===== config.mk =====
export PLATFORM = sky130hd
export DESIGN_NAME = post_pipeline
export DESIGN_NICKNAME = d
export VERILOG_FILES = /design/src/common/post_pkg.sv /design/src/pipeline/post_pipeline.sv
export SDC_FILE = /design/constraint.sdc
export NUM_CORES = 1
export LEC_CHECK = 0
export BUFFER_PORTS_ARGS = -buffer_cell sky130_fd_sc_hd__buf_2
export CORE_MARGIN = 1
export CORE_UTILIZATION = 58
export CTS_BUF_LIST = sky130_fd_sc_hd__clkbuf_16
export DETAILED_ROUTE_END_ITERATION = 10
export PLACE_DENSITY = 0.86
export SLEW_MARGIN = 40
export SYNTH_ARGS = -nofsm -noshare
export SYNTH_HDL_FRONTEND = slang
export SYNTH_SLANG_ARGS = --single-unit
export TNS_END_PERCENT = 100

===== constraint.sdc =====
create_clock -name clk -period 3.6 [get_ports clk]
set_clock_uncertainty 0.15 [all_clocks]
set_input_delay 0.36 -clock clk [delete_from_list [all_inputs] [get_ports clk]]
set_output_delay 0.36 -clock clk [all_outputs]
set_load 0.1 [all_outputs]

===== src/common/post_pkg.sv =====
package post_pkg;

	// lane and beat geometry
	localparam int lane_w = 16;
	localparam int lanes = 8;
	localparam int beat_w = lane_w * lanes;
	localparam int lane_sel_w = $clog2(lanes);

	typedef logic signed [lane_w-1:0] lane_t;
	typedef lane_t [lanes-1:0] beat_t; // lane 0 in the low bits

	// configuration stream
	typedef logic [31:0] cfg_word_t;
	localparam int cfg_words = 3;

	// word 0
	localparam int relu_leaky_bit = 0;
	localparam int bias_en_bit = 1;
	localparam int sample_en_bit = 2;
	localparam int relu_en_bit = 3;
	localparam int row_filter_bit = 4;
	localparam int o_ch_lsb = 8;

	// word 1, image size
	localparam int img_w_lsb = 0;
	localparam int img_h_lsb = 12;
	localparam int dim_w = 12;

	// word 2, channel blocking
	localparam int chout_len_lsb = 0;
	localparam int total_len_lsb = 16;
	localparam int len_w = 16; // also the width of o_ch

	typedef enum logic [1:0] {
		IDLE,
		LOAD_BIAS,
		WORK
	} ctrl_state_t;

	// bias cache, one entry per output channel
	localparam int bias_depth = 4096;
	localparam int bias_idx_w = $clog2(bias_depth);
	typedef logic [bias_idx_w-lane_sel_w-1:0] bias_addr_t; // 512 rows of 8 channels

	// datapath constants
	localparam int relu_shift = 6;
	localparam int narrow_lsb = 4;
	localparam int narrow_msb = 11;

	// output buffering
	localparam int out_fifo_depth = 32;
	localparam int out_fifo_aw = $clog2(out_fifo_depth);
	localparam int out_fifo_slack = 8; // covers beats still in the pipeline

endpackage

===== src/pipeline/post_pipeline.sv =====
module post_pipeline (
	input  logic             clk,
	input  logic             rst_n,
	input  logic             beat_fire,
	input  post_pkg::beat_t  in_data,
	input  logic             drop_line,
	input  logic             keep_sample,
	input  post_pkg::beat_t  bias_row,
	input  logic             bias_en,
	input  logic             relu_en,
	input  logic             relu_leaky,
	input  logic             sample_en,
	output logic             wr_en,
	output post_pkg::beat_t  wr_data
);

	logic s1_valid, s2_valid, s3_valid, s4_valid;
	logic s1_keep, s2_keep, s3_keep;
	post_pkg::beat_t s1_data, s2_data, s3_data, s4_data;

	// negative lanes only
	function automatic post_pkg::lane_t relu(input post_pkg::lane_t v, input logic leaky);
		if (v >= 0)
			return v;
		else if (leaky)
			return v >>> post_pkg::relu_shift;
		else
			return '0;
	endfunction

	// keep bits 11..4, sign extended
	function automatic post_pkg::lane_t narrow(input post_pkg::lane_t v);
		localparam int kept = post_pkg::narrow_msb - post_pkg::narrow_lsb + 1;
		return {{(post_pkg::lane_w - kept){v[post_pkg::narrow_msb]}},
			v[post_pkg::narrow_msb:post_pkg::narrow_lsb]};
	endfunction

	always_ff @(posedge clk) begin
		if (!rst_n) begin
			s1_valid <= 1'b0;
			s2_valid <= 1'b0;
			s3_valid <= 1'b0;
			s4_valid <= 1'b0;
		end else begin
			s1_valid <= beat_fire && !drop_line;
			s2_valid <= s1_valid;
			s3_valid <= s2_valid;
			s4_valid <= s3_valid && (!sample_en || s3_keep);
		end
	end

	// sampling parity rides along with its beat
	always_ff @(posedge clk) begin
		s1_keep <= keep_sample;
		s2_keep <= s1_keep;
		s3_keep <= s2_keep;
	end

	always_ff @(posedge clk) begin
		for (int i = 0; i < post_pkg::lanes; i++) begin
			s1_data[i] <= drop_line ? '0 : in_data[i];
			// bias row lines up with stage 1, sum wraps at 16 bits
			s2_data[i] <= bias_en ? s1_data[i] + bias_row[i] : s1_data[i];
			s3_data[i] <= relu_en ? relu(s2_data[i], relu_leaky) : s2_data[i];
			s4_data[i] <= narrow(s3_data[i]);
		end
	end

	assign wr_en = s4_valid;
	assign wr_data = s4_data;

endmodule


## Yosys cells after proc, flatten, opt, wreduce, memory -nomap -nowiden

Index checks and enable logic that the tools add are counted.
Widths: inputs -> output; s select.

- Register bits after elaboration: 423

- $lt $le $gt $ge: 8
- Add/sub/neg operators: 8
- Multiplexer cells: 32
- Reductions and logical operators: 5

Operators with widths:

| cell | number |
|---|---|
| $mux 12 | 24 |
| $add 16x16->16 | 8 |
| $ge 16x1->1 const B | 8 |
| $mux 16 | 8 |
| $logic_and 1x1->1 | 2 |
| $logic_not 1->1 | 2 |
| $logic_or 1x1->1 | 1 |

## Depth between registers and ports, before layout

- Depth after elaboration: 3
- Gate-level depth with buffers: 8
- Gate-level depth less buffers: 8

## Worst setup path before layout

No wires, ideal clock.

- Path kind: input to register
- Start point: input bias_row[64] (netlist bit)
- End point: register s2_data[78] (netlist bit)
- Stages: 8
- Setup slack: 1.222 ns
- Path buffers: 0
- Data arrival time: 2.107 ns
- Cells stage by stage: ha_1 fa_1 a211oi_1 o21bai_1 o2111ai_1 o21ai_0 xor2_1 mux2_2

- Longest elaborated chain between the ends: 2

Ends and longest elaborated chain:

| what | line | text |
|---|---|---|
| start: declaration | post_pipeline.sv:8 | `input post_pkg::beat_t bias_row,` |
| $add 16x16->16 | post_pipeline.sv:63 | `s2_data[i] <= bias_en ? s1_data[i] + bias_row[i] : s1_data[i];` |
| $mux 16 | post_pipeline.sv:63 |  |
| end signal: indexed assignment | post_pipeline.sv:63 |  |
| end: declaration | post_pipeline.sv:19 | `post_pkg::beat_t s1_data, s2_data, s3_data, s4_data;` |

Every way passes these cells.
A chain may end at the register's enable or synchronous reset.

## Final worst setup path

- Start point: register s1_data[64] (netlist bit)
- End point: register s2_data[78] (netlist bit)

- Longest elaborated chain between the ends: 2

Ends and longest elaborated chain:

| what | line | text |
|---|---|---|
| start: declaration | post_pipeline.sv:19 |  |
| start signal: indexed assignment | post_pipeline.sv:61 | `s1_data[i] <= drop_line ? '0 : in_data[i];` |
| $add 16x16->16 | post_pipeline.sv:63 |  |
| $mux 16 | post_pipeline.sv:63 |  |

Every way passes these cells.

==> reports/metrics.cfg <==
[layout]
final_common_cell=buf_2
multi_input_area_um2=8210
syn_to_final_growth_pct=27.0
final-seq-area_um2=7190
final_cell_mix=buf_2 (390), dfxtp_1 (359), nand2_1 (154)
utilization_pct=75.7
fill_cells=1761
drive_above_1_share_pct=24.8
nNetsFinal=2515

[global_route]
grt_pass1_vias=14198
grt_remaining_overflow=0
track_usage_pct=31.4
grt_max_degree=75
antenna_found_initial=15
grt_pass1_wl_mm=71.3

[critical_path]
cp.required_ns=3.86
crit_start=s1_data[64]
endpoint=s2_data[78]
rrSetupSlack_ns=0.88
startpoint_type=flip-flop
cp_max_fo=3
timing.rr.start=s1_data[64]
crit_type=reg2reg
r2r_end=s2_data[78]
worstPathArrival_ns=2.97
reg2reg_depth=8
cp_slowest_stage_delay_ns=0.43
slowest_stage=fa_1
end_kind=flip-flop
cp_cell_sequence=ha_1 > fa_1 > a211oi_1 > o21bai_1 > o2111ai_1 > o21ai_0 > xor2_1 > mux2_2

[sta]
rsz0062_at_grt=false
slew_headroom_pct=46.4
min_period_over_period_pct=75.4
finalWorstSetupSlack_ns=0.884
slew_viol_final=0
hold_viol=0
worstMarginPinSlew_ns=0.804
period_minus_slack_ns=2.72
setup_violations=0
tns_ns=0
max_freq_ghz=0.368
whs_ns=0.0492

[clock_tree]
clockBufferDepth=3
cts_tree=done
htreeDepth=2
cts_buffers=38
numClockSinks=359
post_cts_buffers=0
cts_root_buffer=clkbuf_16
clock_latency_ns=0.51
clk_pin_slew_worst_paths_ns=0.06

[min_path]
hold_path_depth=3
holdCritPathClass=in2reg

[synthesis]
synth-seq-cells=359
seq_area_frac_synth_pct=44.2
yosys_most_used_dff=dfxtp_1
syn_area_per_cell_um2=9.69
synth_cell_type_count=78
synth_edf_count=0
syn_inst=1677
synthArstFlopShare_pct=0
syn_nets=2070
synth_area_um2=16200
ys_warn_count=0

[power]
ir_worst_vdd_mv=0.429
leakagePower_nw=9.59
p_per_area_nw_per_um2=603

[detailed_routing]
vias_per_cell=5.68
drc=0
wirelength_mm=46.5
final_antenna_net_count=0
drt-initial-drc-count=916
dr.pass1.iters=8
vias=14395
wl_per_cell_um=18.4

[floorplanning]
coreArea_um2=27300
start_util_pct=59.6
die-area_um2=28700
dieHeight_um=169
die_x_um=169
row_count=60
io_pins=394

[placed_design]
io_buffers=393
preCtsSetupSlack_ns=0.920
gp_congestion=0.934
dp_hpwl_mm=30.2

[run_status]
status=complete, no violations

[run]
drv_cap=0

metrics by stage:
stage          instance area, um^2  power (mW)  instances
6_report                     20600        12.4       2534
4_1_cts                      20600        12.4       2520
3_5_place_dp                 18000        8.35       2320
2_1_floorplan                16200        7.82       1677
3_3_place_gp                 18000        8.28       2320
5_1_grt                      20600        12.9       2532
per-layer routing:
layer	up-vias	global-route usage (%)	routed length [um]
li1	6775	-	-
met1	6685	34.5	17700
met2	758	56.3	22900
met3	171	6.60	3640
met4	6	17.1	2280
met5	-	0	41
sequential cells by signal (all words and copies together), names as in the netlist:
name      cells
s2_data      96
s1_keep       1
s3_data      64
s3_keep       1
s3_valid      1
wr_data      64
wr_en         1
s2_keep       1
s1_data     128
s2_valid      1
s1_valid      1
synthesized netlist by cell type (16+ instances only):
cell      number  area share, %
dfxtp_1      359             44
buf_4         64            3.0
ha_1         120            9.2
inv_1         30           0.69
nor2b_1      136            5.2
a211oi_1      16           0.74
a21oi_1       90            2.8
nor3_1        26           0.80
nand3_1       28           0.86
a21o_1        56            2.6
xnor2_1       34            1.8
nand2_1      154            3.6
xor2_1        29            1.6
nor2_1        67            1.5
clkbuf_1      52            1.2
mux2_2        52            3.6
o21ai_0       96            3.0
worst min-delay path by stage:
stage / startpoint / to / slack, ns
after detailed placement: s3_data[118] / wr_data[114] / 0.16
final: bias_row[47] / s2_data[47] / 0.05
after floorplan: s1_keep / s2_keep / 0.16
after CTS: bias_row[47] / s2_data[47] / 0.01
after global routing: in_data[63] / s1_data[63] / 0.03
after global placement: s3_data[101] / wr_data[97] / 0.16
critical path: cells and delay by family, from the launching register on:
kind	cells	cell delay [ns]
flip-flops	1	0.31
adder cells (fa/ha/maj)	2	0.63
multiplexers	1	0.26
AO/OA/AOI/OAI	4	1.10
XOR/XNOR	1	0.15
cells by family (layout without fill, tap and decap cells):
kind of cell / Yosys count / count (layout) / synth area share [%]
buffers and inverters: 158 / 630 / 5.25
muxes: 59 / 59 / 4.10
xor gates and xnor gates: 63 / 63 / 3.40
other: 0 / 13 / 0
adders and majority gates: 128 / 128 / 10.2
AOI/OAI and AO/OA: 417 / 417 / 17.4
and+or+nand+nor: 493 / 493 / 15.4
DFF: 359 / 359 / 44.2
power by group:
part	internal, mW	switching (mW)	total [mW]
clock network	2.36	1.60	3.95
registers	4.47	0.222	4.70
logic	0.945	2.84	3.79
area by class of cell:
class | count | area share [%]
Multi-Input combinational cell | 1160 | 39.8
Sequential cell | 359 | 34.8
Timing Repair Buffer | 533 | 16.3
Clock buffer | 38 | 4.61
Tap cell | 372 | 2.26
Clock inverter | 29 | 1.47
Inverter | 30 | 0.546
Antenna cell | 13 | 0.158
repair_timing:
action	in CTS	in global routing
resized for setup	0	0
hold endpoints to repair	132	0
hold buffers	133	0
(Power assumes the default switching activity.)
