[config.mk]
export PLATFORM = sky130hd
export DESIGN_NAME = out_fifo
export DESIGN_NICKNAME = d
export VERILOG_FILES = /design/src/common/post_pkg.sv /design/src/design/out_fifo.sv
export SDC_FILE = /design/constraint.sdc
export NUM_CORES = 2
export LEC_CHECK = 0
export BUFFER_PORTS_ARGS = -buffer_cell sky130_fd_sc_hd__buf_2
export CORE_ASPECT_RATIO = 0.9
export CORE_MARGIN = 1
export CORE_UTILIZATION = 50
export DETAILED_ROUTE_END_ITERATION = 12
export GPL_ROUTABILITY_DRIVEN = 0
export PLACE_DENSITY = 0.66
export SLEW_MARGIN = 20
export SYNTH_ARGS = -nofsm -noshare
export SYNTH_HDL_FRONTEND = slang
export SYNTH_SLANG_ARGS = --single-unit
[constraint.sdc]
create_clock -name clk -period 26 [get_ports clk]
set_input_delay 5.2 -clock clk [delete_from_list [all_inputs] [get_ports clk]]
set_output_delay 5.2 -clock clk [all_outputs]
set_load 0.1 [all_outputs]
[src/common/post_pkg.sv]
package post_pkg;

	// lane and beat geometry
	localparam int lane_w = 16;
	localparam int lanes = 8;
	localparam int beat_w = lane_w * lanes;
	localparam int lane_sel_w = $clog2(lanes);

	typedef logic signed [lane_w-1:0] lane_t;
	typedef lane_t [lanes-1:0] beat_t; // lane 0 in the low bits

	// configuration stream
	typedef logic [31:0] cfg_word_t;
	localparam int cfg_words = 3;

	// word 0
	localparam int relu_leaky_bit = 0;
	localparam int bias_en_bit = 1;
	localparam int sample_en_bit = 2;
	localparam int relu_en_bit = 3;
	localparam int row_filter_bit = 4;
	localparam int o_ch_lsb = 8;

	// word 1, image size
	localparam int img_w_lsb = 0;
	localparam int img_h_lsb = 12;
	localparam int dim_w = 12;

	// word 2, channel blocking
	localparam int chout_len_lsb = 0;
	localparam int total_len_lsb = 16;
	localparam int len_w = 16; // also the width of o_ch

	typedef enum logic [1:0] {
		IDLE,
		LOAD_BIAS,
		WORK
	} ctrl_state_t;

	// bias cache, one entry per output channel
	localparam int bias_depth = 4096;
	localparam int bias_idx_w = $clog2(bias_depth);
	typedef logic [bias_idx_w-lane_sel_w-1:0] bias_addr_t; // 512 rows of 8 channels

	// datapath constants
	localparam int relu_shift = 6;
	localparam int narrow_lsb = 4;
	localparam int narrow_msb = 11;

	// output buffering
	localparam int out_fifo_depth = 32;
	localparam int out_fifo_aw = $clog2(out_fifo_depth);
	localparam int out_fifo_slack = 8; // covers beats still in the pipeline

endpackage
[src/design/out_fifo.sv]
module out_fifo (
	input  logic             clk,
	input  logic             rst_n,
	input  logic             wr_en,
	input  post_pkg::beat_t  wr_data,
	input  logic             rd_ready,
	output logic             rd_valid,
	output post_pkg::beat_t  rd_data,
	output logic             almost_full
);

	logic [post_pkg::beat_w-1:0] mem [post_pkg::out_fifo_depth];
	logic [post_pkg::out_fifo_aw-1:0] wr_ptr, rd_ptr;
	logic [post_pkg::out_fifo_aw:0] count;
	logic do_wr, do_rd;

	assign do_wr = wr_en && (count < post_pkg::out_fifo_depth);
	assign do_rd = rd_valid && rd_ready;

	// head entry shows without a read request
	assign rd_valid = count != '0;
	assign rd_data = mem[rd_ptr];
	assign almost_full = (post_pkg::out_fifo_depth - count) < post_pkg::out_fifo_slack;

	always_ff @(posedge clk) begin
		if (do_wr)
			mem[wr_ptr] <= wr_data;
	end

	always_ff @(posedge clk) begin
		if (!rst_n) begin
			wr_ptr <= '0;
			rd_ptr <= '0;
			count <= '0;
		end else begin
			if (do_wr)
				wr_ptr <= wr_ptr + 1'b1; // wraps, depth is a power of two
			if (do_rd)
				rd_ptr <= rd_ptr + 1'b1;
			case ({do_wr, do_rd})
				2'b10: count <= count + 1'b1;
				2'b01: count <= count - 1'b1;
				default: count <= count;
			endcase
		end
	end

endmodule

# After elaboration in Yosys (flattened, before gate mapping)
# Memories as Yosys holds them, arrays and structs flattened. A register that Yosys moved wholly into a read port is not among the register bits.
# Cells that the tools add are included.
dict set report word_totals {
  ram_bits 4096
  romBits 0
  memories 1
  latch_bits 0
  inputBits 132
  output_inout_bits 130
  ff_bits 16
}
dict set report classes {
  div_mod_pow 0
  multipliers 0
  add_sub_neg 5
  reduce_logical 4
  n_shift 0
  magnitude_cmp 2
  bitwise_logic 0
  n_mux 5
  eq_ne 2
}
# name words word_bits read_ports rd_clocked_by_memory_dff write_ports line
set memory_table {}
lappend memory_table {mem 32 128 1 1 1 out_fifo.sv:12} ;# logic [post_pkg::beat_w-1:0] mem [post_pkg::out_fifo_depth];
# operator count
set ops {}
lappend ops {{$lt A32 B4 Y1 const B} 1}
lappend ops {{$pmux W6 S2} 1}
lappend ops {{$add A5 B1 Y5 const B} 2}
lappend ops {{$mux W5} 2}
lappend ops {{$sub A6 B6 Y7 const A} 1}
lappend ops {{$add A6 B1 Y6 const B} 1}
lappend ops {{$lt A6 B6 Y1 const B} 1}
lappend ops {{$reduce_bool A6 Y1} 1}
lappend ops {{$sub A6 B1 Y6 const B} 1}
lappend ops {{$eq A2 B1 Y1 const B} 1}
lappend ops {{$eq A2 B2 Y1 const B} 1}
lappend ops {{$logic_and A1 B1 Y1} 2}
lappend ops {{$mux W1} 2}
lappend ops {{$reduce_bool A2 Y1} 1}

# Logic depth before layout (Yosys ltp)
dict set report depth {
  word_depth 4
  ltp_mapped 12
}

# Worst setup path after synthesis
# OpenSTA, ideal clock, no wires.
dict set report synth_path {
  path_type {input port to flip-flop}
  start {input port wr_en}
  end {memory mem[15][0] (netlist bit), enable pin}
  path_slack_ns 14.178
  t_arrival_ns 11.204
  required_time_ns 25.383
  stages 4
  n_path_buf 1
  path_cell_list {nor2b_1 > clkbuf_1 > nand2_1 > nor2_1}
}
dict set report synth_via {
  elab_chain_len 3
}
# element line
set synth_lines {}
lappend synth_lines {{from (decl)} out_fifo.sv:4} ;# input logic wr_en,
lappend synth_lines {{$logic_and A1 B1 Y1} out_fifo.sv:17} ;# assign do_wr = wr_en && (count < post_pkg::out_fifo_depth);
lappend synth_lines {{$mux W1} out_fifo.sv:26} ;# if (do_wr)
lappend synth_lines {{$mux W1 (not written as such)} out_fifo.sv:27} ;# mem[wr_ptr] <= wr_data;
lappend synth_lines {{to (decl)} out_fifo.sv:12}
# No other way between the ends.

==> run metrics <==
outcome completed; net count after synthesis around 7600; leakage ~0.054 uW; Post-synth EDFFs 4096; RSZ-0062 raised after global routing no; CTS Hold Buffers Added 0; final-report max-slew violation count 0; Critical Path End Type primary output; Post-Synthesis Cells between 7000 and 8000; Via Count around 79000; Worst Tran Pin Value 1.26 ns; die width 593 um; reg2reg setup slack about 20 ns; Critical Path AT 6.89 ns; overall routed net length 412 mm; total die area 317000 um2; ys flop type edfxtp_1; wire length of the first global-routing pass 580 mm; clock slew at the register clock pins of the worst setup and hold paths around 0.060 ns; average size of a mapped cell around 21 um2; count of unresolved DRC violations after routing 0; GRT Util Overall 25.7%; clock buffer count from CTS 407; startpoint of the tightest hold check path count[4]$_SDFFE_PN0P_; WHS 0.480 ns; max-capacitance violation count 0; number of hold violations in the final report 0; sum of overflow across all layers after global routing 0; cell taking the most area after synthesis edfxtp_1; worst min-delay path class reg -> reg; fraction of final layout cells with drive strength greater than 1 approximately 29%; area share of the leading cell type in the synthesized netlist 78.3%; Detailed Place HPWL 198 mm; power after layout 16600 uW; height of the die 534 um; cell depth of the worst flop-to-flop path 6; hold depth 2; final worst clock skew roughly 0.071 ns; clock latency on the worst-skew pair 0.98 ns; share of synthesized flip-flops with an asynchronous set or reset 0%; maximum vdd drop ~82 uV; placeable core region 311000 um2; number of buffer cells added on primary ports 261; setup_tns 0 ns; count of cell types in the netlist 48; placement-stage cell area 163000 um2; Synth Warn # 0; Routed Antenna Nets 0; Max clock buf depth 4; area delta synth->final 12.2%; longest individual stage delay on the worst path slightly below 0.9 ns; top-level port count 262; vias per cell around 6.5; flip-flop and latch count after synthesis 4117; fmax just over 80 MHz; total setup buffers inserted after CTS 0; htree depth 5; Initial Util 50.5%; CTS sink count 4117; cell area after technology mapping around 160000 um2; root buf cell clkbuf_16; power density over the cells roughly 94 nW/um2; number of global-route vias before repair 79068; cells resized by post-CTS repair 0; endpoint required time on the critical path 20.80 ns; nets ~8000; endpoint of the worst hold path count[4]$_SDFFE_PN0P_; total number of placement rows 194; average routed wire per standard cell 33.5 um; TritonCTS clock tree yes; FF-to-FF End mem[22][26]$_DFFE_PP_; CP Launch Type flip-flop; Critical Path Most Common Cell buf_4; portion of the post-synthesis area used by sequential elements 78.5%; CP max-delay cell dfxtp_4; headroom to the max-slew limit 16.1%; time the worst path needs with I/O delays and setup 12.09 ns; largest net degree at the start of global routing 169; DP Cell Count 11528; portion of the clock cycle consumed by the worst path in the final layout 46.5%; Reg-to-Reg Start count[5]$_SDFFE_PN0P_; antenna violations before repair 70; most area-consuming cells after synthesis edfxtp_1 (78%), mux4_2 (7.3%), mux2_2 (5.8%); number of setup violations in the final report 0; path type of the worst setup path reg -> out; final standard cell count with taps included and fillers excluded about 12000; DR pass1 iterations 6; number of DRC markers after the initial detailed-route iteration between 10000 and 15000; filler instances about 23000; cell-by-cell listing of the critical path buf_4 -> buf_12 -> buf_4 -> buf_4 -> mux2_2 -> o22ai_1 -> or3_1 -> nand4_1 -> buf_2; biggest fanout along the worst timing path about 170; final design area excluding fillers 176000 um2
kinds of logic after synthesis:
group	count (synthesis)	synth area share, %
AOI/OAI and AO/OA	803	3.48
buffers and inverters	445	1.45
and+or+nand+nor	496	1.84
xor gates and xnor gates	11	0.0613
adders and majority gates	8	0.0637
muxes	1540	14.6
DFF	4117	78.5
state kept, by name, indices dropped and copies added (netlist names), named ones only:
name    count
mem      4096
count       6
rd_ptr      5
wr_ptr      5
critical path: cells and delay by family (launching register included):
kind	cells	cell delay (ns)
buf+inv	5	3.53
simple gates	2	0.57
mux	1	0.31
flops	1	0.88
compound gates	1	0.07
cell usage in the layout (no fill, tap or decap), types with 6 or more instances in the layout:
master | synthesis | final
edfxtp_1 | 4096 | 4096
mux2_2 | 812 | 812
mux4_2 | 512 | 512
o22ai_1 | 421 | 421
clkbuf_16 | 0 | 410
a22oi_1 | 326 | 326
buf_2 | 207 | 261
or3_1 | 217 | 217
mux2i_1 | 188 | 188
buf_4 | 43 | 144
nand4_1 | 115 | 115
clkinv_1 | 0 | 103
clkinv_2 | 0 | 81
clkbuf_1 | 142 | 74
nand3_1 | 49 | 49
nor2_4 | 0 | 33
bufinv_16 | 0 | 33
mux2_1 | 28 | 28
diode_2 | 0 | 21
nand2_1 | 21 | 20
nor2_1 | 54 | 19
dfxtp_1 | 21 | 18
buf_12 | 0 | 18
a31oi_1 | 16 | 16
a22o_1 | 15 | 15
a21oi_1 | 13 | 13
xor2_1 | 10 | 10
clkinvlp_4 | 0 | 10
inv_6 | 0 | 9
ha_1 | 8 | 8
clkinv_16 | 0 | 7
clkinv_8 | 0 | 7
inv_1 | 6 | 6
nor2b_1 | 9 | 6
buf_6 | 25 | 6
layout make-up:
| type | count | area (um2) | share of cell area [%] |
|---|---|---|---|
| flip-flops and latches | 4117 | 123000 | 70.0 |
| diodes | 21 | 52.6 | 0.0298 |
| multi-input cells | 2858 | 31700 | 18.0 |
| clock buffers | 484 | 10500 | 5.98 |
| well taps | 4116 | 5150 | 2.92 |
| clock inverters | 259 | 2370 | 1.34 |
| repair buffers | 434 | 2950 | 1.68 |
| inverters | 6 | 22.5 | 0.0128 |
cell usage after synthesis, types with 10 or more instances:
cell         n
mux4_2     512
a22o_1      15
xor2_1      10
nand3_1     49
edfxtp_1  4096
clkbuf_1   142
nor2_1      54
mux2_1      28
nand4_1    115
a22oi_1    326
o22ai_1    421
dfxtp_1     21
buf_2      207
mux2_2     812
a21oi_1     13
buf_4       43
mux2i_1    188
a31oi_1     16
buf_1       22
nand2_1     21
or3_1      217
buf_6       25
layer usage:
layer	share of wire [%]	up-vias	track usage, %
met1	40	42471	37.3
met3	9.5	711	4.48
met5	0.073	-	0
met4	2.6	48	6.89
li1	-	32054	-
met2	47	4055	40.6
how the worst max path moves through the flow:
stage	startpoint	endpoint	slack [ns]	cells past startpoint
floorplan	wr_en	mem[15][0]$_DFFE_PP_	14.18	4
global placement	flip-flop	rd_data[47]	15.09	9
detailed placement	flip-flop	rd_data[47]	15.03	9
CTS	flip-flop	rd_data[47]	14.01	9
global route	flip-flop	rd_data[47]	13.80	9
finish	flip-flop	rd_data[47]	13.91	9
power breakdown:
part           total [uW]  switching (uW)  internal (uW)
Sequential           7460            49.5           7410
Combinational        3460            2360           1110
Clock                5700            2480           3230
Total               16600            4880          11700
through the flow:
| stage | util, % | setup slack, ns |
|---|---|---|
| after detailed placement | 52.4 | 15.03 |
| after global routing | 56.6 | 13.80 |
| after global placement | 52.4 | 15.09 |
| after CTS | 56.5 | 14.01 |
| final | 56.6 | 13.91 |
| after floorplan | - | 14.18 |
Note: power is estimated with default switching activity, not from simulation.
