`config.mk`:
```
export PLATFORM = sky130hd
export DESIGN_NAME = post_ctrl
export DESIGN_NICKNAME = d
export VERILOG_FILES = /design/src/common/post_pkg.sv /design/src/control/post_ctrl.sv
export SDC_FILE = /design/constraint.sdc
export NUM_CORES = 1
export LEC_CHECK = 0
export ABC_CLOCK_PERIOD_IN_PS = 5600
export BUFFER_PORTS_ARGS = -buffer_cell sky130_fd_sc_hd__buf_2
export CELL_PAD_IN_SITES_DETAIL_PLACEMENT = 2
export CELL_PAD_IN_SITES_GLOBAL_PLACEMENT = 2
export CORE_UTILIZATION = 41
export CTS_BUF_LIST = sky130_fd_sc_hd__clkbuf_4 sky130_fd_sc_hd__clkbuf_8
export CTS_CLUSTER_DIAMETER = 50
export DETAILED_ROUTE_END_ITERATION = 16
export PLACE_DENSITY_LB_ADDON = 0.08
export SLEW_MARGIN = 20
export SYNTH_ARGS = -nofsm -noshare
export SYNTH_HDL_FRONTEND = slang
export SYNTH_SLANG_ARGS = --single-unit
```
`constraint.sdc`:
```
create_clock -name clk -period 5.6 [get_ports clk]
set_input_delay 0.56 -clock clk [delete_from_list [all_inputs] [get_ports clk]]
set_output_delay 0.56 -clock clk [all_outputs]
set_load 0.02 [all_outputs]
```
`src/common/post_pkg.sv`:
```
package post_pkg;

	// lane and beat geometry
	localparam int lane_w = 16;
	localparam int lanes = 8;
	localparam int beat_w = lane_w * lanes;
	localparam int lane_sel_w = $clog2(lanes);

	typedef logic signed [lane_w-1:0] lane_t;
	typedef lane_t [lanes-1:0] beat_t; // lane 0 in the low bits

	// configuration stream
	typedef logic [31:0] cfg_word_t;
	localparam int cfg_words = 3;

	// word 0
	localparam int relu_leaky_bit = 0;
	localparam int bias_en_bit = 1;
	localparam int sample_en_bit = 2;
	localparam int relu_en_bit = 3;
	localparam int row_filter_bit = 4;
	localparam int o_ch_lsb = 8;

	// word 1, image size
	localparam int img_w_lsb = 0;
	localparam int img_h_lsb = 12;
	localparam int dim_w = 12;

	// word 2, channel blocking
	localparam int chout_len_lsb = 0;
	localparam int total_len_lsb = 16;
	localparam int len_w = 16; // also the width of o_ch

	typedef enum logic [1:0] {
		IDLE,
		LOAD_BIAS,
		WORK
	} ctrl_state_t;

	// bias cache, one entry per output channel
	localparam int bias_depth = 4096;
	localparam int bias_idx_w = $clog2(bias_depth);
	typedef logic [bias_idx_w-lane_sel_w-1:0] bias_addr_t; // 512 rows of 8 channels

	// datapath constants
	localparam int relu_shift = 6;
	localparam int narrow_lsb = 4;
	localparam int narrow_msb = 11;

	// output buffering
	localparam int out_fifo_depth = 32;
	localparam int out_fifo_aw = $clog2(out_fifo_depth);
	localparam int out_fifo_slack = 8; // covers beats still in the pipeline

endpackage
```
`src/control/post_ctrl.sv`:
```
module post_ctrl (
	input  logic                  clk,
	input  logic                  rst_n,
	input  logic                  cfg_valid,
	output logic                  cfg_ready,
	input  post_pkg::cfg_word_t   cfg_data,
	input  logic                  bias_valid,
	output logic                  bias_ready,
	input  logic                  in_valid,
	output logic                  in_ready,
	input  logic                  almost_full,
	output logic                  bias_we,
	output logic [11:0]           bias_wr_idx,
	output post_pkg::bias_addr_t  bias_rd_addr,
	output logic                  beat_fire,
	output logic                  drop_line,
	output logic                  keep_sample,
	output logic                  bias_en,
	output logic                  relu_en,
	output logic                  relu_leaky,
	output logic                  sample_en
);

	post_pkg::ctrl_state_t state;

	logic [1:0] cfg_cnt;
	logic cfg_fire;
	logic row_filter;
	logic [post_pkg::len_w-1:0] o_ch;
	logic [post_pkg::dim_w-1:0] img_w, img_h;
	logic [post_pkg::len_w-1:0] chout_len, total_len;

	logic [post_pkg::len_w-1:0] bias_cnt;
	logic start_work;

	// walk position
	logic [post_pkg::dim_w-1:0] pix_cnt;
	logic signed [post_pkg::dim_w:0] line_cnt; // -1 marks the discarded first line
	logic [post_pkg::len_w-1:0] ch_cnt;
	logic [post_pkg::len_w-1:0] blk_base; // first channel of the current block
	logic [post_pkg::len_w-1:0] blk_cnt;
	logic pix_last, ch_last, line_last, blk_last;

	assign cfg_fire = cfg_valid && cfg_ready;
	assign bias_ready = (state == post_pkg::LOAD_BIAS) && (bias_cnt != o_ch);
	assign bias_we = bias_valid && bias_ready;
	assign bias_wr_idx = bias_cnt[post_pkg::bias_idx_w-1:0];
	assign start_work = (state == post_pkg::LOAD_BIAS) && (bias_cnt == o_ch);

	assign beat_fire = in_valid && in_ready;
	assign drop_line = line_cnt < 0;
	assign keep_sample = !pix_cnt[0] && !line_cnt[0];
	assign bias_rd_addr = ch_cnt[post_pkg::lane_sel_w +: $bits(post_pkg::bias_addr_t)];

	assign pix_last = {1'b0, pix_cnt} + 13'd1 >= {1'b0, img_w};
	assign ch_last = {1'b0, ch_cnt} + 17'd8 >= {1'b0, blk_base} + {1'b0, chout_len};
	// img_h lines per block, the filtered one included
	assign line_last = line_cnt + (row_filter ? 13'sd2 : 13'sd1) >= $signed({1'b0, img_h});
	assign blk_last = {1'b0, blk_cnt} + 17'd1 >= {1'b0, total_len};

	// config words in arrival order
	always_ff @(posedge clk) begin
		if (cfg_fire) begin
			case (cfg_cnt)
				2'd0: begin
					relu_leaky <= cfg_data[post_pkg::relu_leaky_bit];
					bias_en <= cfg_data[post_pkg::bias_en_bit];
					sample_en <= cfg_data[post_pkg::sample_en_bit];
					relu_en <= cfg_data[post_pkg::relu_en_bit];
					row_filter <= cfg_data[post_pkg::row_filter_bit];
					o_ch <= cfg_data[post_pkg::o_ch_lsb +: post_pkg::len_w];
				end
				2'd1: begin
					img_w <= cfg_data[post_pkg::img_w_lsb +: post_pkg::dim_w];
					img_h <= cfg_data[post_pkg::img_h_lsb +: post_pkg::dim_w];
				end
				2'd2: begin
					chout_len <= cfg_data[post_pkg::chout_len_lsb +: post_pkg::len_w];
					total_len <= cfg_data[post_pkg::total_len_lsb +: post_pkg::len_w];
				end
				default: ;
			endcase
		end
	end

	always_ff @(posedge clk) begin
		if (!rst_n) begin
			state <= post_pkg::IDLE;
			cfg_cnt <= '0;
			cfg_ready <= 1'b1;
			in_ready <= 1'b0;
			bias_cnt <= '0;
		end else begin
			case (state)
				post_pkg::IDLE: begin
					if (cfg_fire) begin
						cfg_cnt <= cfg_cnt + 2'd1;
						if (cfg_cnt == 2'(post_pkg::cfg_words - 1)) begin
							cfg_cnt <= '0;
							cfg_ready <= 1'b0;
							bias_cnt <= '0;
							state <= post_pkg::LOAD_BIAS;
						end
					end
				end
				post_pkg::LOAD_BIAS: begin
					if (bias_we)
						bias_cnt <= bias_cnt + 1'b1;
					if (start_work)
						state <= post_pkg::WORK; // also covers o_ch == 0
				end
				post_pkg::WORK: begin
					in_ready <= !almost_full;
					if (beat_fire && pix_last && ch_last && line_last && blk_last) begin
						in_ready <= 1'b0; // frame done
						cfg_ready <= 1'b1;
						state <= post_pkg::IDLE;
					end
				end
				default: state <= post_pkg::IDLE;
			endcase
		end
	end

	// pixels, then channel groups, then lines, then blocks
	always_ff @(posedge clk) begin
		if (!rst_n || start_work) begin
			pix_cnt <= '0;
			ch_cnt <= '0;
			blk_base <= '0;
			blk_cnt <= '0;
			line_cnt <= (rst_n && row_filter) ? -13'sd1 : 13'sd0;
		end else if (beat_fire) begin
			if (!pix_last) begin
				pix_cnt <= pix_cnt + 1'b1;
			end else begin
				pix_cnt <= '0;
				if (!ch_last) begin
					ch_cnt <= ch_cnt + 16'd8;
				end else if (!line_last) begin
					ch_cnt <= blk_base;
					line_cnt <= line_cnt + 13'sd1;
				end else begin
					line_cnt <= row_filter ? -13'sd1 : 13'sd0;
					blk_cnt <= blk_cnt + 1'b1;
					blk_base <= blk_base + chout_len;
					ch_cnt <= blk_base + chout_len; // next block start
				end
			end
		end
	end

endmodule

```
### Word level (Yosys, flattened, before mapping)

Cells that the tools add are included.

| word-level totals | value |
|---|---|
| register bits | 172 |
| input bits | 38 |
| output and inout port bits | 32 |
| word-level logic and storage cells | 108 |

| cells by class | value |
|---|---|
| $add $sub $neg | 12 |
| order comparisons | 5 |
| equality and inequality tests | 11 |
| mux-type cells | 26 |
| reduce and logical (&&, ||, !) cells | 34 |

Operators with widths:

| operator | count |
|---|---|
| 2-to-1 mux 13 bit | 7 |
| 2-to-1 mux 16 bit | 5 |
| adder 16 x 1 -> 16 bit (second input constant) | 2 |
| case mux 16 bit (2 select lines) | 1 |
| adder 16 x 1 -> 17 bit (second input constant) | 1 |
| adder 16 x 16 -> 17 bit | 1 |
| adder 16 x 4 -> 17 bit (second input constant) | 1 |
| greater-or-equal comparator 17 x 16 -> 1 bit | 1 |
| greater-or-equal comparator 17 bit | 1 |
| adder 16 bit | 1 |
| adder 16 x 4 -> 16 bit (second input constant) | 1 |
| equality test 16 bit | 1 |
| inequality test 16 bit | 1 |
| AND reduction 4 bit | 4 |
| adder 12 x 1 -> 13 bit (second input constant) | 1 |
| adder 13 x 2 -> 13 bit (second input constant) | 1 |
| adder 13 x 3 -> 13 bit | 1 |
| greater-or-equal comparator 13 x 12 -> 1 bit | 1 |
| greater-or-equal comparator 13 bit | 1 |
| less-than comparator 13 x 1 -> 1 bit (second input constant) | 1 |
| adder 12 x 1 -> 12 bit (second input constant) | 1 |
| 2-to-1 mux 12 bit | 1 |
| 2-to-1 mux 2 bit | 6 |
| logical AND 1 bit | 11 |
| 13 further kinds | 35 |

### Longest topological paths before layout

Gate-level depths: netlist (run 1).

| logic depth | value |
|---|---|
| depth after elaboration | 8 |
| depth in mapped cells | 19 |

### Worst setup path after synthesis (run 1)

Ideal clock, no wire load.

| timing | value |
|---|---|
| path kind | reg2reg |
| from | register chout_len[5] (netlist name) |
| to | register line_cnt[0] (netlist name), enable pin |
| library setup time | 0.401 ns |
| data arrival time | 4.476 ns |
| slack | 0.723 ns |
| stages on the path, launching flop included | 16 |
| period minus slack after synthesis | 4.877 ns |
| path through | edfxtp_1 > ha_1 > or3_1 > or4_1 > a31oi_1 > o221ai_1 > a21oi_1 > xor2_1 > ha_1 > nand4_1 > nor3_1 > a311oi_2 > nand2_1 > clkbuf_1 > inv_1 > o21ai_0 |

| on the way | value |
|---|---|
| word-level cells in the longest chain between the ends | 4 |

Ends and longest elaborated chain:

| element | RTL line | source |
|---|---|---|
| start: declaration | post_ctrl.sv:31 | `logic [post_pkg::len_w-1:0] chout_len, total_len;` |
| start signal: assignment | post_ctrl.sv:78 | `chout_len <= cfg_data[post_pkg::chout_len_lsb +: post_pkg::len_w];` |
| adder 16 x 16 -> 17 bit | post_ctrl.sv:56 | `assign ch_last = {1'b0, ch_cnt} + 17'd8 >= {1'b0, blk_base} + {1'b0, chout_len};` |
| greater-or-equal comparator 17 bit | post_ctrl.sv:56 |  |
| nonzero test 2 bit (no line) | -- |  |
| AND reduction 3 bit (no line) | -- |  |
| end signal: assignment | post_ctrl.sv:132 | `line_cnt <= (rst_n && row_filter) ? -13'sd1 : 13'sd0;` |
| end signal: assignment | post_ctrl.sv:142 | `line_cnt <= line_cnt + 13'sd1;` |
| end signal: assignment | post_ctrl.sv:144 | `line_cnt <= row_filter ? -13'sd1 : 13'sd0;` |
| end: declaration | post_ctrl.sv:38 | `logic signed [post_pkg::dim_w:0] line_cnt;` |

Every way passes these cells.
A chain may end at the register's enable or synchronous reset.

### Worst setup path after layout (run 1)

| timing | value |
|---|---|
| from | register chout_len[5] (netlist name) |
| to | register blk_base[8] (netlist name) |

| on the way | value |
|---|---|
| word-level cells in the longest chain between the ends | 3 |

Ends and longest elaborated chain:

| element | RTL line | source |
|---|---|---|
| adder 16 x 16 -> 17 bit | post_ctrl.sv:56 |  |
| greater-or-equal comparator 17 bit | post_ctrl.sv:56 |  |
| AND reduction 3 bit (no line) | -- |  |
| end signal: assignment | post_ctrl.sv:146 | `blk_base <= blk_base + chout_len;` |
| end: declaration | post_ctrl.sv:40 | `logic [post_pkg::len_w-1:0] blk_base;` |

Several ways; a longest one is shown, not always the timed one.

==> results of run 1 <==
[flip-flops by register name, indices dropped and copies added, names as in the netlist, 2 cells and up]
| name | count |
|---|---|
| bias_cnt | 16 |
| blk_base | 16 |
| blk_cnt | 16 |
| ch_cnt | 16 |
| chout_len | 16 |
| o_ch | 16 |
| total_len | 16 |
| line_cnt | 13 |
| img_h | 12 |
| img_w | 12 |
| pix_cnt | 12 |
| cfg_cnt | 2 |
| state | 2 |
[cell type report]
type	count	area share, %
tap	319	3.721
clock inverter	14	1.353
multi-input combinational	708	45.77
timing repair buffer	80	3.989
clock buffer	18	2.251
inverter	69	2.415
sequential	172	40.50
[per-stage QoR]
step,power (mW),util [%]
finish,2.489,45.84
floorplan,1.532,-
detailed placement,1.619,44.18
global placement,1.609,44.18
CTS,2.514,45.84
global route,2.580,45.84
[worst register-to-register path, cell delays in order, from the launching register on]
cell and delay (ps):
edfxtp_1 380, ha_1 260, or3_1 440, or4_1 460
a31oi_1 360, o221ai_1 190, a21oi_1 190, xor2_1 100
ha_1 310, nand4_1 140, nor3_1 260, a311oi_2 220
a211oi_4 610, and2_1 560, buf_4 280, nor2_1 60
a211oi_1 200
[placed cells by master (no fill, tap or decap), types with 9 or more instances in the layout]
master    instances
o21ai_0          18
nor4_1           10
mux2i_1           9
nand3_1          41
edfxtp_1         90
xor2_1           64
buf_2            69
nor3_1           17
nand4_1          11
ha_1             80
buf_4            11
inv_1            69
clkbuf_8         17
a211oi_1         11
nor2_1           99
dfxtp_1          82
a21o_1           12
and3_1           16
a21oi_1          62
xnor2_1          48
nand2_1          81
a22oi_1          12
[routing by layer]
metal	routed length, um	share of wire, %	global-route usage [%]	vias to the layer above
met5	0	0	0	-
met4	345	1.3	6.303	0
met3	806	2.9	3.572	26
met2	13260	48	40.24	96
met1	12930	47	30.87	3713
li1	-	-	-	3607
[power breakdown]
group | internal, mW | total [mW] | switching [mW]
Combinational | 0.0691 | 0.197 | 0.128
Sequential | 1.37 | 1.39 | 0.0267
Clock | 0.339 | 0.900 | 0.561
[worst max path at each step]
stage | startpoint | to | slack, ps | cells after the start
5_1_grt | chout_len[5] | blk_base[8] | 90 | 16
3_3_place_gp | chout_len[0] | blk_base[2] | 670 | 17
6_report | chout_len[5] | blk_base[8] | 500 | 16
3_5_place_dp | chout_len[0] | blk_base[8] | 520 | 17
4_1_cts | chout_len[5] | blk_base[8] | 480 | 16
2_1_floorplan | chout_len[5] | line_cnt[0] | 720 | 15
[cells by family after synthesis]
kind of cell	synth area share, %
AO/OA/AOI/OAI	11.88
XOR/XNOR	10.05
adder cells (fa/ha/maj)	10.67
buffers and inverters	5.448
flip-flops	44.51
multiplexers	1.500
AND/OR/NAND/NOR	15.95
==> flow_summary.yaml, run 1 <==
status:
  status: "complete, no violations"
layout:
  fin_area_um2: 10730
  multi_input_area_um2: 4910
  final-seq-area_um2: 4344
  fillers: 2576
  area_delta_synth_final_pct: 9.896
  drive_gt1_share_pct: 12.63
  layout.cells.non_filler: 1380
  nets: 1168
  antennaDiodeCount: 0
synthesis:
  yosysMostFrequentCell: "nor2_1"
  synth_flop_cell: "edfxtp_1"
  ys_types: 67
  ys_ff_latch: 172
  synth_top_area_share_pct: 27.69
  yosysWarnings: 0
  synthTopCellsByArea: "edfxtp_1 (28%), dfxtp_1 (17%), ha_1 (10%), xor2_1 (5.7%), xnor2_1 (4.3%)"
  syn_area_per_cell_um2: 9.800
  syn_nets: 1116
  yosys-top-cells-count: "nor2_1 (99), edfxtp_1 (90), dfxtp_1 (82), nand2_1 (82), ha_1 (80)"
  synth-seq-area-share_pct: 44.51
  synth-edff-count: 90
  synth.cell_area_um2: 9761
  yosysTopAreaCell: "edfxtp_1"
  ys_async_sr_fraction_pct: 0
  syn_inst: 996
min_path:
  hold_end: "total_len[13]"
  hold_path_class: "in -> reg"
  holdPathStages: 1
  min-delay-start: "cfg_data[29]"
place:
  dp_cells: 1348
  placed_area_um2: 10340
  preCtsSetupSlack_ps: 517.7
  io_buffers: 69
  place.detailed.hpwl_um: 20620
  gp_congestion: 0.8070
worst_setup_path:
  crit_path_end_kind: "flop"
  cpMaxStageDelayCell: "a211oi_4"
  cpMostUsedCell: "ha_1"
  worstPathCellList: "ha_1 -> or3_1 -> or4_1 -> a31oi_1 -> o221ai_1 -> a21oi_1 -> xor2_1 -> ha_1 -> nand4_1 -> nor3_1 -> a311oi_2 -> a211oi_4 -> and2_1 -> buf_4 -> nor2_1 -> a211oi_1"
  cp_data_required_time_ps: 6000
  worstPathMaxFanout: 12
  cpPeakStageDelay_ps: 610
  critPathBufInv: 1
  crit_family: "simple AND/OR/NAND/NOR gates"
  arrival_ps: 5500
  worstSetupStartpointType: "flop"
  r2r_start: "chout_len[5]"
  rr_endpoint: "blk_base[8]"
  path_class: "reg -> reg"
  reg2reg_depth: 16
  r2r_setup_slack_ps: 500
floorplanning:
  die_w_um: 156.3
  die_h_um: 156.3
  initial_utilization_pct: 41.71
  core-area_um2: 23400
  rows: 56
  ios: 70
  dieArea_um2: 24430
power_and_ir_drop:
  p_leak_nw: 4.499
  pwr_density_cell_nw_per_um2: 232.1
  vdd_ir_drop_max_uv: 120.7
timing:
  finalCriticalPeriod_ps: 5096
  tightestPinTransition_ps: 1016
  worst_clock_skew_ps: 19.43
  whs_ps: 248.9
  rsz0062_at_grt: "no"
  slew_viol_final: 0
  finalSetupViolCount: 0
  hold_viol_final: 0
  maxSlewHeadroom_pct: 31.65
  setup_ws_ps: 504.0
  fin_tns_setup_ps: 0
  finalCritPeriodShare_pct: 91.00
  max_freq_mhz: 196.2
clock_network:
  root_buffer: "clkbuf_8"
  clk_path_buf_depth: 2
  cts_tree: "done"
  clk_pin_slew_ps: 110
  cts_buffers: 17
  clock_sinks: 172
  ctsResizeCount: 0
  cts_setup_buffers: 0
  h-tree-depth: 4
  holdBufCountCts: 0
  insertion_delay_ps: 490
grt:
  grt_usage_pct: 23.53
  antenna_found_initial: 0
  grt_pass1_vias: 7948
  grt_first_pass_wirelength_um: 43640
  grt_overflow: 0
  grt_start_max_net_pins: 35
drt:
  first_pass_iters: 4
  vias: 7442
  postRouteAntennaNets: 0
  drt-wirelength-per-cell_um: 19.81
  drc: 0
  via_per_inst: 5.393
  wl_um: 27340
  drt_iter0_drc: 306
run:
  cap_violations: 0
No activity file was read; power rests on OpenSTA's default activity.
==> run 2, diff against run 1 <==
- CORE_ASPECT_RATIO: default -> 0.6
- CORE_UTILIZATION: 41 -> 40
==> run 2 against run 1 <==
Compared with the run above:
- combinational power grew 2%
- global-route usage grew 2.1 points
- clock power grew 3.3%
- critical endpoint is now blk_cnt[7]
- largest cell class unchanged
==> flow_summary.yaml, run 2 (synthesized netlist as in run 1, its figures left out) <==
status:
  status: "complete, no violations"
drt:
  via_per_inst: 5.518
  postRouteAntennaNets: 0
  drt_iter0_drc: 459
  drc: 0
  first_pass_iters: 5
  vias: 7610
  drt-wirelength-per-cell_um: 22.08
  wl_um: 30450
timing:
  finalSetupViolCount: 0
  fin_tns_setup_ps: 0
  tightestPinTransition_ps: 864.0
  hold_viol_final: 0
  maxSlewHeadroom_pct: 42.14
  max_freq_mhz: 193.7
  rsz0062_at_grt: "no"
  finalCriticalPeriod_ps: 5162
  finalCritPeriodShare_pct: 92.18
  slew_viol_final: 0
  worst_clock_skew_ps: 18.75
run:
  cap_violations: 0
clock_network:
  clock_sinks: 172
  insertion_delay_ps: 520
  clk_path_buf_depth: 2
  cts_buffers: 17
  holdBufCountCts: 0
  root_buffer: "clkbuf_8"
  clk_pin_slew_ps: 110
  cts_setup_buffers: 0
  ctsResizeCount: 0
  cts_tree: "done"
  h-tree-depth: 4
floorplanning:
  rows: 43
  die_h_um: 123
  die_w_um: 203.7
  initial_utilization_pct: 41.51
  core-area_um2: 23510
  dieArea_um2: 25050
  ios: 70
place:
  io_buffers: 69
  place.detailed.hpwl_um: 23100
  dp_cells: 1347
  gp_congestion: 0.8001
grt:
  grt_overflow: 0
  grt_start_max_net_pins: 37
  grt_usage_pct: 25.60
  antenna_found_initial: 0
  grt_first_pass_wirelength_um: 47630
  grt_pass1_vias: 7979
worst_setup_path:
  cp_data_required_time_ps: 6030
  arrival_ps: 5590
  path_class: "reg -> reg"
  worstPathMaxFanout: 20
  worstSetupStartpointType: "flop"
  crit_path_end_kind: "flop"
power_and_ir_drop:
  power.internal_mw: 1.812
  p_leak_nw: 4.513
  power.switching_uw: 712.3
  p_seq_share_pct: 55.2
  clkPwrFrac_pct: 36.8
  pwr_density_cell_nw_per_um2: 234.7
  comb_power_share_pct: 8.0
  vdd_ir_drop_max_uv: 141.6
  switching_share_pct: 28.22
layout:
  nets: 1171
  layout_common_cells: "nor2_1 (99), edfxtp_1 (90), dfxtp_1 (82)"
  layout.cells.non_filler: 1379
  antennaDiodeCount: 0
  final_common_cell: "nor2_1"
  area_delta_synth_final_pct: 10.18
  drive_gt1_share_pct: 12.88
min_path:
  hold_path_class: "in -> reg"
==> run 2: final timing paths <==
kind / start / end / slack [ps] / depth (start not counted)
hold / removal: cfg_data[24] / total_len[8] / 220 / 1
setup reg to reg: chout_len[0] / blk_cnt[7] / 440 / 16
setup / recovery: chout_len[0] / blk_cnt[7] / 440 / 16
hold reg to reg: blk_base[5] / blk_base[5] / 510 / 2
==> run 2: cell type report <==
cell class                      count  area [um^2]
Clock inverter                     14        155.1
Sequential cell                   172         4344
Clock buffer                       18        241.5
Multi-Input combinational cell    708         4910
Tap cell                          315        394.1
Timing Repair Buffer               83        450.4
Fill cell                        2518        12760
Inverter                           69        259.0
==> run 2: per-stage QoR <==
| step | area, um^2 | utilization, % | setup WS [ps] | power, mW | hold WS [ps] |
|---|---|---|---|---|---|
| finish | 10750 | 45.74 | 438.1 | 2.524 | 222.9 |
| global route | 10750 | 45.74 | 184.9 | 2.621 | 198.8 |
| detailed placement | 10360 | 44.05 | 565.8 | 1.623 | 496.7 |
| global placement | 10360 | 44.05 | 785.9 | 1.613 | 463.9 |
| CTS | 10750 | 45.74 | 518.3 | 2.550 | 181.0 |
| floorplan | 9761 | - | 723.4 | 1.532 | 448.7 |
==> run 2: critical path, stage by stage (launching register included) <==
cell and delay, ps:
edfxtp_1 430, ha_1 260, fa_1 420, a21o_1 190, a221o_1 320, o221ai_1 280, o221a_2 280, xnor2_1 190
inv_1 90, ha_1 310, nand4_1 140, nor3_1 260, a311oi_2 250, a211oi_4 430, nand2_1 550, or3_1 510
a21oi_1 160
==> run 2: power groups by stage <==
stage / logic (mW) / registers, mW / clock network, mW
global route: 0.222 / 1.40 / 1.00
finish: 0.201 / 1.39 / 0.930
CTS: 0.204 / 1.39 / 0.952
detailed placement: 0.201 / 1.42 / 0
global placement: 0.192 / 1.42 / 0
floorplan: 0.117 / 1.42 / 0
==> run 2: per-layer routing <==
metal  track usage (%)  wire, um
met2             36.52     12640
met1             39.29     16430
met4             6.861       404
met3             4.323       978
met5                 0         0
